<file path="src/nes_glue_config.svh">
// ~~~~~~~~~~~~~~~~~~~~~~~~~~~~~~~~~~~~~~~~~~~~~~~~~~~~~~~~~~~~
// Widths and constants for the NES host glue, fixed for MiST-style hosts
// ~~~~~~~~~~~~~~~~~~~~~~~~~~~~~~~~~~~~~~~~~~~~~~~~~~~~~~~~~~~~
`ifndef NES_GLUE_CONFIG_SVH
`define NES_GLUE_CONFIG_SVH

// Memory side
`define NES_ADDR_W 22
`define JOY_W 8

// PPU slot of the four-phase memory sequence
`define MEM_PHASE_PPU 3

// Reset countdown after a download, in non-busy clocks
`define DL_RESET_CYCLES 255

// SD block address
`define LBA_W 32

// Save-RAM window, 256 KiB
`define SRAM_ADDR_W 18

// Sector count taken from image size bits 20..9
`define SAV_SIZE_W 12

`endif

</file>
<file path="src/nes_io_pkg.sv">
// ~~~~~~~~~~~~~~~~~~~~~~~~~~~~~~~~~~~~~~~~~~~~~~~~~~~~~~~~~~~~
// Controller and memory port types, mem_port_t is 32 bits
// ~~~~~~~~~~~~~~~~~~~~~~~~~~~~~~~~~~~~~~~~~~~~~~~~~~~~~~~~~~~~
`default_nettype none

`include "nes_glue_config.svh"

package nes_io_pkg;

	// CPU side memory port
	typedef struct packed {
		logic [`NES_ADDR_W-1:0] addr;
		logic [7:0]             wdata;
		logic                   rd;     // Read strobe
		logic                   wr;     // Write strobe
	} mem_port_t;

	// One loader write, wr is a single-cycle pulse
	typedef struct packed {
		logic [`NES_ADDR_W-1:0] addr;
		logic [7:0]             data;
		logic                   wr;
	} loader_wr_t;

	// Host joystick bytes
	// Bit order is the host's, not the NES shift order
	typedef struct packed {
		logic [`JOY_W-1:0] a;   // Port A, first controller
		logic [`JOY_W-1:0] b;   // Port B
	} joy_pair_t;

endpackage

`default_nettype wire

</file>
<file path="src/nes_save_pkg.sv">
// ~~~~~~~~~~~~~~~~~~~~~~~~~~~~~~~~~~~~~~~~~~~~~~~~~~~~~~~~~~~~
// Backup state and SD / save-RAM request types
// ~~~~~~~~~~~~~~~~~~~~~~~~~~~~~~~~~~~~~~~~~~~~~~~~~~~~~~~~~~~~
`default_nettype none

`include "nes_glue_config.svh"

package nes_save_pkg;

	typedef enum logic [0:0] {
		BK_IDLE = 1'b0,
		BK_XFER = 1'b1  // Sector transfer running
	} bk_state_e;

	// Sector request to the host, rd and wr are mutually exclusive
	typedef struct packed {
		logic [`LBA_W-1:0] lba;
		logic              rd;
		logic              wr;
	} sd_req_t;

	// Save-RAM byte request, ended by an ack toggle
	typedef struct packed {
		logic [`SRAM_ADDR_W-1:0] addr;
		logic                    we;
		logic                    oe;
	} sram_req_t;

endpackage

`default_nettype wire

</file>
<file path="src/reset_sequencer.sv">
// ~~~~~~~~~~~~~~~~~~~~~~~~~~~~~~~~~~~~~~~~~~~~~~~~~~~~~~~~~~~~
// Core reset source, relies on power-up register init for the hold
// ~~~~~~~~~~~~~~~~~~~~~~~~~~~~~~~~~~~~~~~~~~~~~~~~~~~~~~~~~~~~
`timescale 1ns/1ns
`default_nettype none

`include "nes_glue_config.svh"

module reset_sequencer (
	input  wire  clk,
	input  wire  downloading,
	input  wire  loader_busy,
	input  wire  loader_fail,
	input  wire  reset_button,
	input  wire  menu_reset,
	output logic reset_nes
);

	localparam int CNT_W = $clog2(`DL_RESET_CYCLES + 1);

	// Held from power-up until the first download is seen
	logic init_hold = 1'b1;

	logic [CNT_W-1:0] dl_cnt = '0;
	logic             dl_reset;

	always_ff @(posedge clk) begin
		if (downloading)
			init_hold <= 1'b0;
	end

	// Reloaded through the download, counts only while the loader is idle
	always_ff @(posedge clk) begin
		if (downloading) begin
			dl_cnt <= CNT_W'(`DL_RESET_CYCLES);
		end else if (!loader_busy && dl_cnt != '0) begin
			dl_cnt <= dl_cnt - 1'b1;
		end
	end

	assign dl_reset = (dl_cnt != '0);

	// Downloading is ORed in so the first download cycle is covered too
	assign reset_nes = init_hold | downloading | dl_reset | loader_fail |
		reset_button | menu_reset;

endmodule

`default_nettype wire

</file>
<file path="src/joypad_ports.sv">
// ~~~~~~~~~~~~~~~~~~~~~~~~~~~~~~~~~~~~~~~~~~~~~~~~~~~~~~~~~~~~
// Two standard pads only, no Power Pad or keyboard merge
// ~~~~~~~~~~~~~~~~~~~~~~~~~~~~~~~~~~~~~~~~~~~~~~~~~~~~~~~~~~~~
`timescale 1ns/1ns
`default_nettype none

`include "nes_glue_config.svh"

module joypad_ports (
	input  wire                   clk,
	input  wire                   reset_nes,
	input  nes_io_pkg::joy_pair_t joy_raw,
	input  wire                   joy_swap,
	input  wire                   joypad_strobe,
	input  wire [1:0]             joypad_clock,
	output logic [1:0]            joypad_data
);

	// Host order to NES shift order (A, B, Select, Start, Up, Down, Left, Right)
	function automatic logic [`JOY_W-1:0] nes_order(input logic [`JOY_W-1:0] j);
		return {j[0], j[1], j[2], j[3], j[7], j[6], j[5], j[4]};
	endfunction

	nes_io_pkg::joy_pair_t swapped;
	nes_io_pkg::joy_pair_t shift_q;
	logic [1:0]            last_clock;
	logic [1:0]            clk_fall;

	always_comb begin
		swapped.a = joy_swap ? joy_raw.b : joy_raw.a;
		swapped.b = joy_swap ? joy_raw.a : joy_raw.b;
	end

	assign clk_fall = last_clock & ~joypad_clock;

	always_ff @(posedge clk) begin
		if (reset_nes) begin
			shift_q    <= '0;
			last_clock <= 2'b00;
		end else begin
			if (joypad_strobe) begin
				shift_q.a <= nes_order(swapped.a);
				shift_q.b <= nes_order(swapped.b);
			end
			// Shift wins over a strobe in the same cycle
			if (clk_fall[0])
				shift_q.a <= {1'b0, shift_q.a[`JOY_W-1:1]};
			if (clk_fall[1])
				shift_q.b <= {1'b0, shift_q.b[`JOY_W-1:1]};
			last_clock <= joypad_clock;
		end
	end

	assign joypad_data = {shift_q.b[0], shift_q.a[0]};  // Port A on bit 0

endmodule

`default_nettype wire

</file>
<file path="src/loader_write_stage.sv">
// ~~~~~~~~~~~~~~~~~~~~~~~~~~~~~~~~~~~~~~~~~~~~~~~~~~~~~~~~~~~~
// Loader writes must be at least four clocks apart, no back-pressure
// ~~~~~~~~~~~~~~~~~~~~~~~~~~~~~~~~~~~~~~~~~~~~~~~~~~~~~~~~~~~~
`timescale 1ns/1ns
`default_nettype none

`include "nes_glue_config.svh"

module loader_write_stage (
	input  wire                    clk,
	input  wire                    downloading,
	input  wire                    loader_busy,
	input  wire [1:0]              mem_phase,
	input  nes_io_pkg::loader_wr_t loader_wr,
	input  nes_io_pkg::mem_port_t  cpu_mem,
	output nes_io_pkg::mem_port_t  mem_b
);

	logic pending = 1'b0;   // Captured, waiting for the PPU phase
	logic wr_q = 1'b0;      // Released strobe, one full phase round

	logic [`NES_ADDR_W-1:0] stage_addr;
	logic [7:0]             stage_data;
	logic [`NES_ADDR_W-1:0] out_addr;
	logic [7:0]             out_data;
	logic                   ppu_phase;
	logic                   loading;

	assign ppu_phase = (mem_phase == 2'(`MEM_PHASE_PPU));
	assign loading   = downloading | loader_busy;

	always_ff @(posedge clk) begin
		if (loader_wr.wr) begin
			stage_addr <= loader_wr.addr;
			stage_data <= loader_wr.data;
		end
		if (ppu_phase) begin
			out_addr <= stage_addr;  // Old capture goes out, new one stays staged
			out_data <= stage_data;
		end
	end

	always_ff @(posedge clk) begin
		if (ppu_phase) begin
			wr_q    <= pending;
			pending <= loader_wr.wr;
		end else if (loader_wr.wr) begin
			pending <= 1'b1;
		end
	end

	// CPU port muxed to the staged write while the loader owns memory
	always_comb begin
		mem_b.addr  = loading ? out_addr : cpu_mem.addr;
		mem_b.wdata = loading ? out_data : cpu_mem.wdata;
		mem_b.rd    = ~loading & cpu_mem.rd;
		mem_b.wr    = wr_q | cpu_mem.wr;
	end

endmodule

`default_nettype wire

</file>
<file path="src/save_backup_fsm.sv">
// ~~~~~~~~~~~~~~~~~~~~~~~~~~~~~~~~~~~~~~~~~~~~~~~~~~~~~~~~~~~~
// Battery save over SD, image must be a whole number of 512-byte sectors
// Transfers sav_size+1 sectors, save RAM byte addressing starts at all ones
// ~~~~~~~~~~~~~~~~~~~~~~~~~~~~~~~~~~~~~~~~~~~~~~~~~~~~~~~~~~~~
`timescale 1ns/1ns
`default_nettype none

`include "nes_glue_config.svh"

module save_backup_fsm (
	input  wire                     clk,
	input  wire                     reset_nes,
	input  wire                     img_mounted,
	input  wire [31:0]              img_size,
	input  wire                     bk_load,
	input  wire                     bk_save,
	input  wire                     downloading,
	input  wire                     sd_ack,
	input  wire                     sd_buff_wr,
	input  wire                     sd_buff_rd,
	input  wire                     sram_ack,
	output nes_save_pkg::sd_req_t   sd_req,
	output nes_save_pkg::sram_req_t sram_req,
	output logic                    bk_ena
);

	nes_save_pkg::bk_state_e bk_state;

	logic                   bk_loading;     // Direction of the running transfer
	logic [`SAV_SIZE_W-1:0] sav_size;       // Last sector index

	// Previous-cycle copies for edge detection
	logic img_mounted_q;
	logic downloading_q;
	logic bk_load_q;
	logic bk_save_q;
	logic sd_ack_q;
	logic sram_ack_q;

	logic trigger;
	logic sector_end;

	always_ff @(posedge clk) begin
		img_mounted_q <= img_mounted;
		downloading_q <= downloading;
		bk_load_q     <= bk_load;
		bk_save_q     <= bk_save;
		sd_ack_q      <= sd_ack;
		sram_ack_q    <= sram_ack;
	end

	assign trigger    = (~bk_load_q & bk_load) | (~bk_save_q & bk_save);
	assign sector_end = sd_ack_q & ~sd_ack;

	always_ff @(posedge clk) begin
		if (reset_nes) begin
			bk_ena       <= 1'b0;
			bk_state     <= nes_save_pkg::BK_IDLE;
			bk_loading   <= 1'b0;
			sd_req.rd    <= 1'b0;
			sd_req.wr    <= 1'b0;
			sram_req.we  <= 1'b0;
			sram_req.oe  <= 1'b0;
		end else begin
			// Any ack toggle ends the save-RAM request
			if (sram_ack_q ^ sram_ack) begin
				sram_req.we <= 1'b0;
				sram_req.oe <= 1'b0;
			end

			if (~img_mounted_q & img_mounted) begin
				bk_ena <= |img_size;
				if (|img_size)
					sav_size <= img_size[`SAV_SIZE_W+8:9];
			end
			if (~downloading_q & downloading)
				bk_ena <= 1'b0;     // New game, old save no longer valid

			if (~sd_ack_q & sd_ack) begin
				sd_req.rd <= 1'b0;
				sd_req.wr <= 1'b0;
			end

			case (bk_state)
				nes_save_pkg::BK_IDLE: begin
					if (bk_ena && trigger) begin
						bk_state      <= nes_save_pkg::BK_XFER;
						bk_loading    <= bk_load;
						sd_req.lba    <= '0;
						sd_req.rd     <= bk_load;
						sd_req.wr     <= ~bk_load;
						sram_req.addr <= '1;
					end
				end
				nes_save_pkg::BK_XFER: begin
					if (sector_end) begin
						if (sd_req.lba[`SAV_SIZE_W-1:0] == sav_size) begin
							bk_state   <= nes_save_pkg::BK_IDLE;
							bk_loading <= 1'b0;
						end else begin
							sd_req.lba <= sd_req.lba + 1'b1;
							sd_req.rd  <= bk_loading;   // Next sector, same direction
							sd_req.wr  <= ~bk_loading;
						end
					end
				end
				default: bk_state <= nes_save_pkg::BK_IDLE;
			endcase

			// Buffer strobes step the save-RAM address, set after the ack clear
			if (sd_buff_wr) begin
				sram_req.we   <= 1'b1;
				sram_req.addr <= sram_req.addr + 1'b1;
			end
			if (sd_buff_rd) begin
				sram_req.oe   <= 1'b1;
				sram_req.addr <= sram_req.addr + 1'b1;
			end
		end
	end

endmodule

`default_nettype wire

</file>
<file path="src/nes_host_glue.sv">
// ~~~~~~~~~~~~~~~~~~~~~~~~~~~~~~~~~~~~~~~~~~~~~~~~~~~~~~~~~~~~
// Board glue around the NES core, single clock domain
// ~~~~~~~~~~~~~~~~~~~~~~~~~~~~~~~~~~~~~~~~~~~~~~~~~~~~~~~~~~~~
`timescale 1ns/1ns
`default_nettype none

module nes_host_glue (
	input  wire                     clk,
	// Host side
	input  nes_io_pkg::joy_pair_t   joy_raw,
	input  wire                     joy_swap,
	input  wire                     downloading,
	input  wire                     loader_busy,
	// Loader side
	input  wire                     loader_fail,
	input  nes_io_pkg::loader_wr_t  loader_wr,
	input  wire                     reset_button,
	input  wire                     menu_reset,
	// Core side
	input  wire [1:0]               mem_phase,
	input  wire                     joypad_strobe,
	input  wire [1:0]               joypad_clock,
	input  nes_io_pkg::mem_port_t   cpu_mem,
	// Backup
	input  wire                     img_mounted,
	input  wire [31:0]              img_size,
	input  wire                     bk_load,
	input  wire                     bk_save,
	input  wire                     sd_ack,
	input  wire                     sd_buff_wr,
	input  wire                     sd_buff_rd,
	input  wire                     sram_ack,
	output logic                    reset_nes,
	output logic [1:0]              joypad_data,
	output nes_io_pkg::mem_port_t   mem_b,      // Muxed CPU port
	output nes_save_pkg::sd_req_t   sd_req,
	output nes_save_pkg::sram_req_t sram_req,
	output logic                    bk_ena
);

	reset_sequencer u_reset (
		.clk          (clk),
		.downloading  (downloading),
		.loader_busy  (loader_busy),
		.loader_fail  (loader_fail),
		.reset_button (reset_button),
		.menu_reset   (menu_reset),
		.reset_nes    (reset_nes)
	);

	joypad_ports u_joypad (
		.clk           (clk),
		.reset_nes     (reset_nes),
		.joy_raw       (joy_raw),
		.joy_swap      (joy_swap),
		.joypad_strobe (joypad_strobe),
		.joypad_clock  (joypad_clock),
		.joypad_data   (joypad_data)
	);

	loader_write_stage u_loader_wr (
		.clk         (clk),
		.downloading (downloading),
		.loader_busy (loader_busy),
		.mem_phase   (mem_phase),
		.loader_wr   (loader_wr),
		.cpu_mem     (cpu_mem),
		.mem_b       (mem_b)
	);

	save_backup_fsm u_backup (
		.clk         (clk),
		.reset_nes   (reset_nes),
		.img_mounted (img_mounted),
		.img_size    (img_size),
		.bk_load     (bk_load),
		.bk_save     (bk_save),
		.downloading (downloading),
		.sd_ack      (sd_ack),
		.sd_buff_wr  (sd_buff_wr),
		.sd_buff_rd  (sd_buff_rd),
		.sram_ack    (sram_ack),
		.sd_req      (sd_req),
		.sram_req    (sram_req),
		.bk_ena      (bk_ena)
	);

endmodule

`default_nettype wire

</file>
<file path="config.mk">
export PLATFORM = sky130hd
export DESIGN_NAME = nes_host_glue
export DESIGN_NICKNAME = d
export VERILOG_FILES = /design/src/nes_io_pkg.sv /design/src/nes_save_pkg.sv /design/src/reset_sequencer.sv /design/src/joypad_ports.sv /design/src/loader_write_stage.sv /design/src/save_backup_fsm.sv /design/src/nes_host_glue.sv
export VERILOG_INCLUDE_DIRS = /design/src /design/src/src
export SDC_FILE = /design/constraint.sdc
export NUM_CORES = 1
export LEC_CHECK = 0
export ABC_CLOCK_PERIOD_IN_PS = 4400
export BUFFER_PORTS_ARGS = -buffer_cell sky130_fd_sc_hd__buf_4
export CORE_MARGIN = 5
export CORE_UTILIZATION = 45
export DETAILED_ROUTE_END_ITERATION = 7
export GPL_ROUTABILITY_DRIVEN = 0
export PLACE_DENSITY = 0.72
export SYNTH_ARGS = -nofsm -noshare
export SYNTH_HDL_FRONTEND = slang
export SYNTH_SLANG_ARGS = --single-unit
</file>
<file path="constraint.sdc">
create_clock -name clk -period 4.4 [get_ports clk]
set_input_delay 0.66 -clock clk [delete_from_list [all_inputs] [get_ports clk]]
set_output_delay 0.66 -clock clk [all_outputs]
set_load 0.02 [all_outputs]
</file>
==> results.sh <==
export IMPL_grt_setup_unrepaired="false"
export IMPL_dp_hpwl_um=13100
export IMPL_first_global_vias=5557
export IMPL_start_util_pct=45.8
export IMPL_dieHeight_um=137
export IMPL_crit_required_ps=3740
export IMPL_async_reset_ff_share_pct=0
export IMPL_cts_setup_buffers=0
export IMPL_vias=5455
export IMPL_clk_pin_slew_ps=60
export IMPL_antenna_found_initial=0
export IMPL_via_per_inst=5.24
export IMPL_clock_path_buffers=2
export IMPL_cts_buffers=17
export IMPL_clk_latency_ps=420
export IMPL_drtIter0Drc=296
export IMPL_drive_above_1_share_pct=36.3
export IMPL_start_kind="flop"
export IMPL_hp_class="input pin to flop"
export IMPL_worstMarginPinSlew_ps=982
export IMPL_drcViolationCount=0
export IMPL_grt_start_max_net_pins=34
export IMPL_path_delay_family="simple AND/OR/NAND/NOR gates"
export IMPL_cp_max_fo=5
export IMPL_synth_edf_count=124
export IMPL_synth_seq_cells=162
export IMPL_synth_cells=591
export IMPL_ys_seq_area_share_pct=61.7
export IMPL_slew_violations=0
export IMPL_grt_overflow=0
export IMPL_rows=46
export IMPL_cp_arrival_ps=2050
export IMPL_dieArea_um2=18800
export IMPL_firstDrtPassIters=4
export IMPL_syn_cell_area_um2=7270
export IMPL_core_area_um2=15900
export IMPL_outcome="completed"
export IMPL_nets=947
export IMPL_hold_buffers=0
export IMPL_cp_num_buf_inv=1
export IMPL_cap_violations=0
export IMPL_clock_sinks=162
export IMPL_path_cells="nor4_1 -> nand4_1 -> buf_4"
export IMPL_ctsResizeCount=0
export IMPL_ys_flop_type="edfxtp_1"
export IMPL_syn_nets=725
export IMPL_ctsHtreeMaxLevel=4
export IMPL_cp_slowest_cell="nor4_1"
export IMPL_ys_warn_count=0
export IMPL_peakVddDrop_v=0.000265
export IMPL_critPathCaptureType="primary output"
export IMPL_ys_types=46
export IMPL_io_buffer_count=219
export IMPL_skew_ps=9.74
export IMPL_final_common_cell="buf_4"
export IMPL_period_share_pct=61.5
export IMPL_post_route_util_pct=61.2
export IMPL_n_antenna_cell=0
export IMPL_ios=220
export IMPL_layout_common_cells="226 x buf_4, 124 x edfxtp_1, 80 x nor2_1"
export IMPL_grt_pass1_wl_um=27000
export IMPL_finalSetupTns_ps=0
export IMPL_cpPeakStageDelay_ps=770
export IMPL_max_slew_margin_pct=33.9
export IMPL_cts_root_buf="clkbuf_16"
export IMPL_power_leakage_nw=3.79
export IMPL_fmax_mhz=370
export IMPL_final_hold_viol_count=0
export IMPL_setup_viol=0
export IMPL_wl_per_cell_um=16.8
export IMPL_cts_tree="yes"
export IMPL_crit_type="flop to primary output"
export IMPL_grtUsageTotal_pct=18.3
export IMPL_area_delta_synth_final_pct=33.8
export IMPL_cellPowerDensity_nw_per_um2=348
export IMPL_drtAntennaViolNets=0
export IMPL_postSynthAreaPerCell_um2=12.3
export IMPL_wl_um=17500
export IMPL_finalCriticalPeriod_ps=2710
export IMPL_fp_dieW_um=137
## registers in the layout, summed over array words and instances, names as in the netlist, 8 cells and up
register,cells
u_backup.sav_size,12
u_backup.sd_req,34
u_backup.sram_req,20
u_joypad.shift_q,14
u_loader_wr.out_addr,22
u_loader_wr.out_data,8
u_loader_wr.stage_addr,22
u_loader_wr.stage_data,8
u_reset.dl_cnt,8
## final timing paths
| kind | from | end | slack, ps | depth (start not counted) |
|---|---|---|---|---|
| setup / recovery | u_reset.dl_cnt[2] | reset_nes | 1690 | 3 |
| hold / removal | bk_save | u_backup.bk_save_q | 350 | 1 |
| setup reg to reg | u_reset.dl_cnt[2] | u_backup.sd_req[27] | 1800 | 5 |
| hold reg to reg | u_loader_wr.stage_data[5] | u_loader_wr.out_data[5] | 420 | 0 |
## through the flow
step	hold slack [ps]	worst slack [ps]	cell area, um^2	cells	power, mW
floorplan	400	932	7270	591	1.83
global placement	401	1950	9150	1010	1.96
detailed placement	405	1790	9150	1010	1.97
CTS	325	1720	9730	1042	3.42
global route	324	1540	9730	1042	3.50
finish	351	1690	9730	1042	3.38
## power breakdown
group          total, mW  switching [mW]  internal (mW)
clock network       1.44           0.601          0.842
logic              0.244           0.107          0.137
registers           1.69          0.0118           1.68
## final cells by class
| type | count | area [um^2] |
|---|---|---|
| fillers | 1305 | 6160 |
| flip-flops and latches | 162 | 4480 |
| multi-input cells | 395 | 2660 |
| repair buffers | 226 | 1700 |
| clock buffers | 18 | 429 |
| well taps | 216 | 270 |
| clock inverters | 14 | 151 |
| inverters | 11 | 41.3 |
## routing by layer
layer  global-route usage, %  part of all wire, %  vias up
met5                       0                    0        -
met4                    6.93                  1.4        0
met3                    4.67                  7.6       22
met2                    31.4                   51      219
met1                    22.2                   40     2603
li1                        -                    -     2611
## cells by family (layout without fill, tap and decap cells)
group	after synthesis	after routing	share of synthesized area, %
simple gates	224	224	16.1
flops	162	162	61.7
xor+xnor	60	60	7.23
compound gates	56	56	4.89
mux	49	49	7.26
buf+inv	34	269	1.93
fa+ha+maj	6	6	0.963
## synthesized netlist by cell type, types with 9 or more instances
master	count	area, um^2
a21oi_1	25	125
xnor2_1	26	228
mux2i_1	19	190
a211oi_1	16	120
xor2_1	34	298
nand3_1	26	130
nand2_1	27	101
nor2_1	81	304
clkbuf_1	16	60.1
dfxtp_1	38	761
nor4_1	17	106
and3_1	9	56.3
edfxtp_1	124	3720
inv_1	11	41.3
mux2_2	30	338
nand2b_1	10	62.6
nand4_1	16	100
## worst reg2reg max path, delay by kind of cell (launching register included)
kind | cells | cell delay [ps]
and+or+nand+nor | 2 | 1050
buffers and inverters | 2 | 710
AOI/OAI and AO/OA | 1 | 140
DFF | 1 | 340
Note: power is estimated with default switching activity, not from simulation.
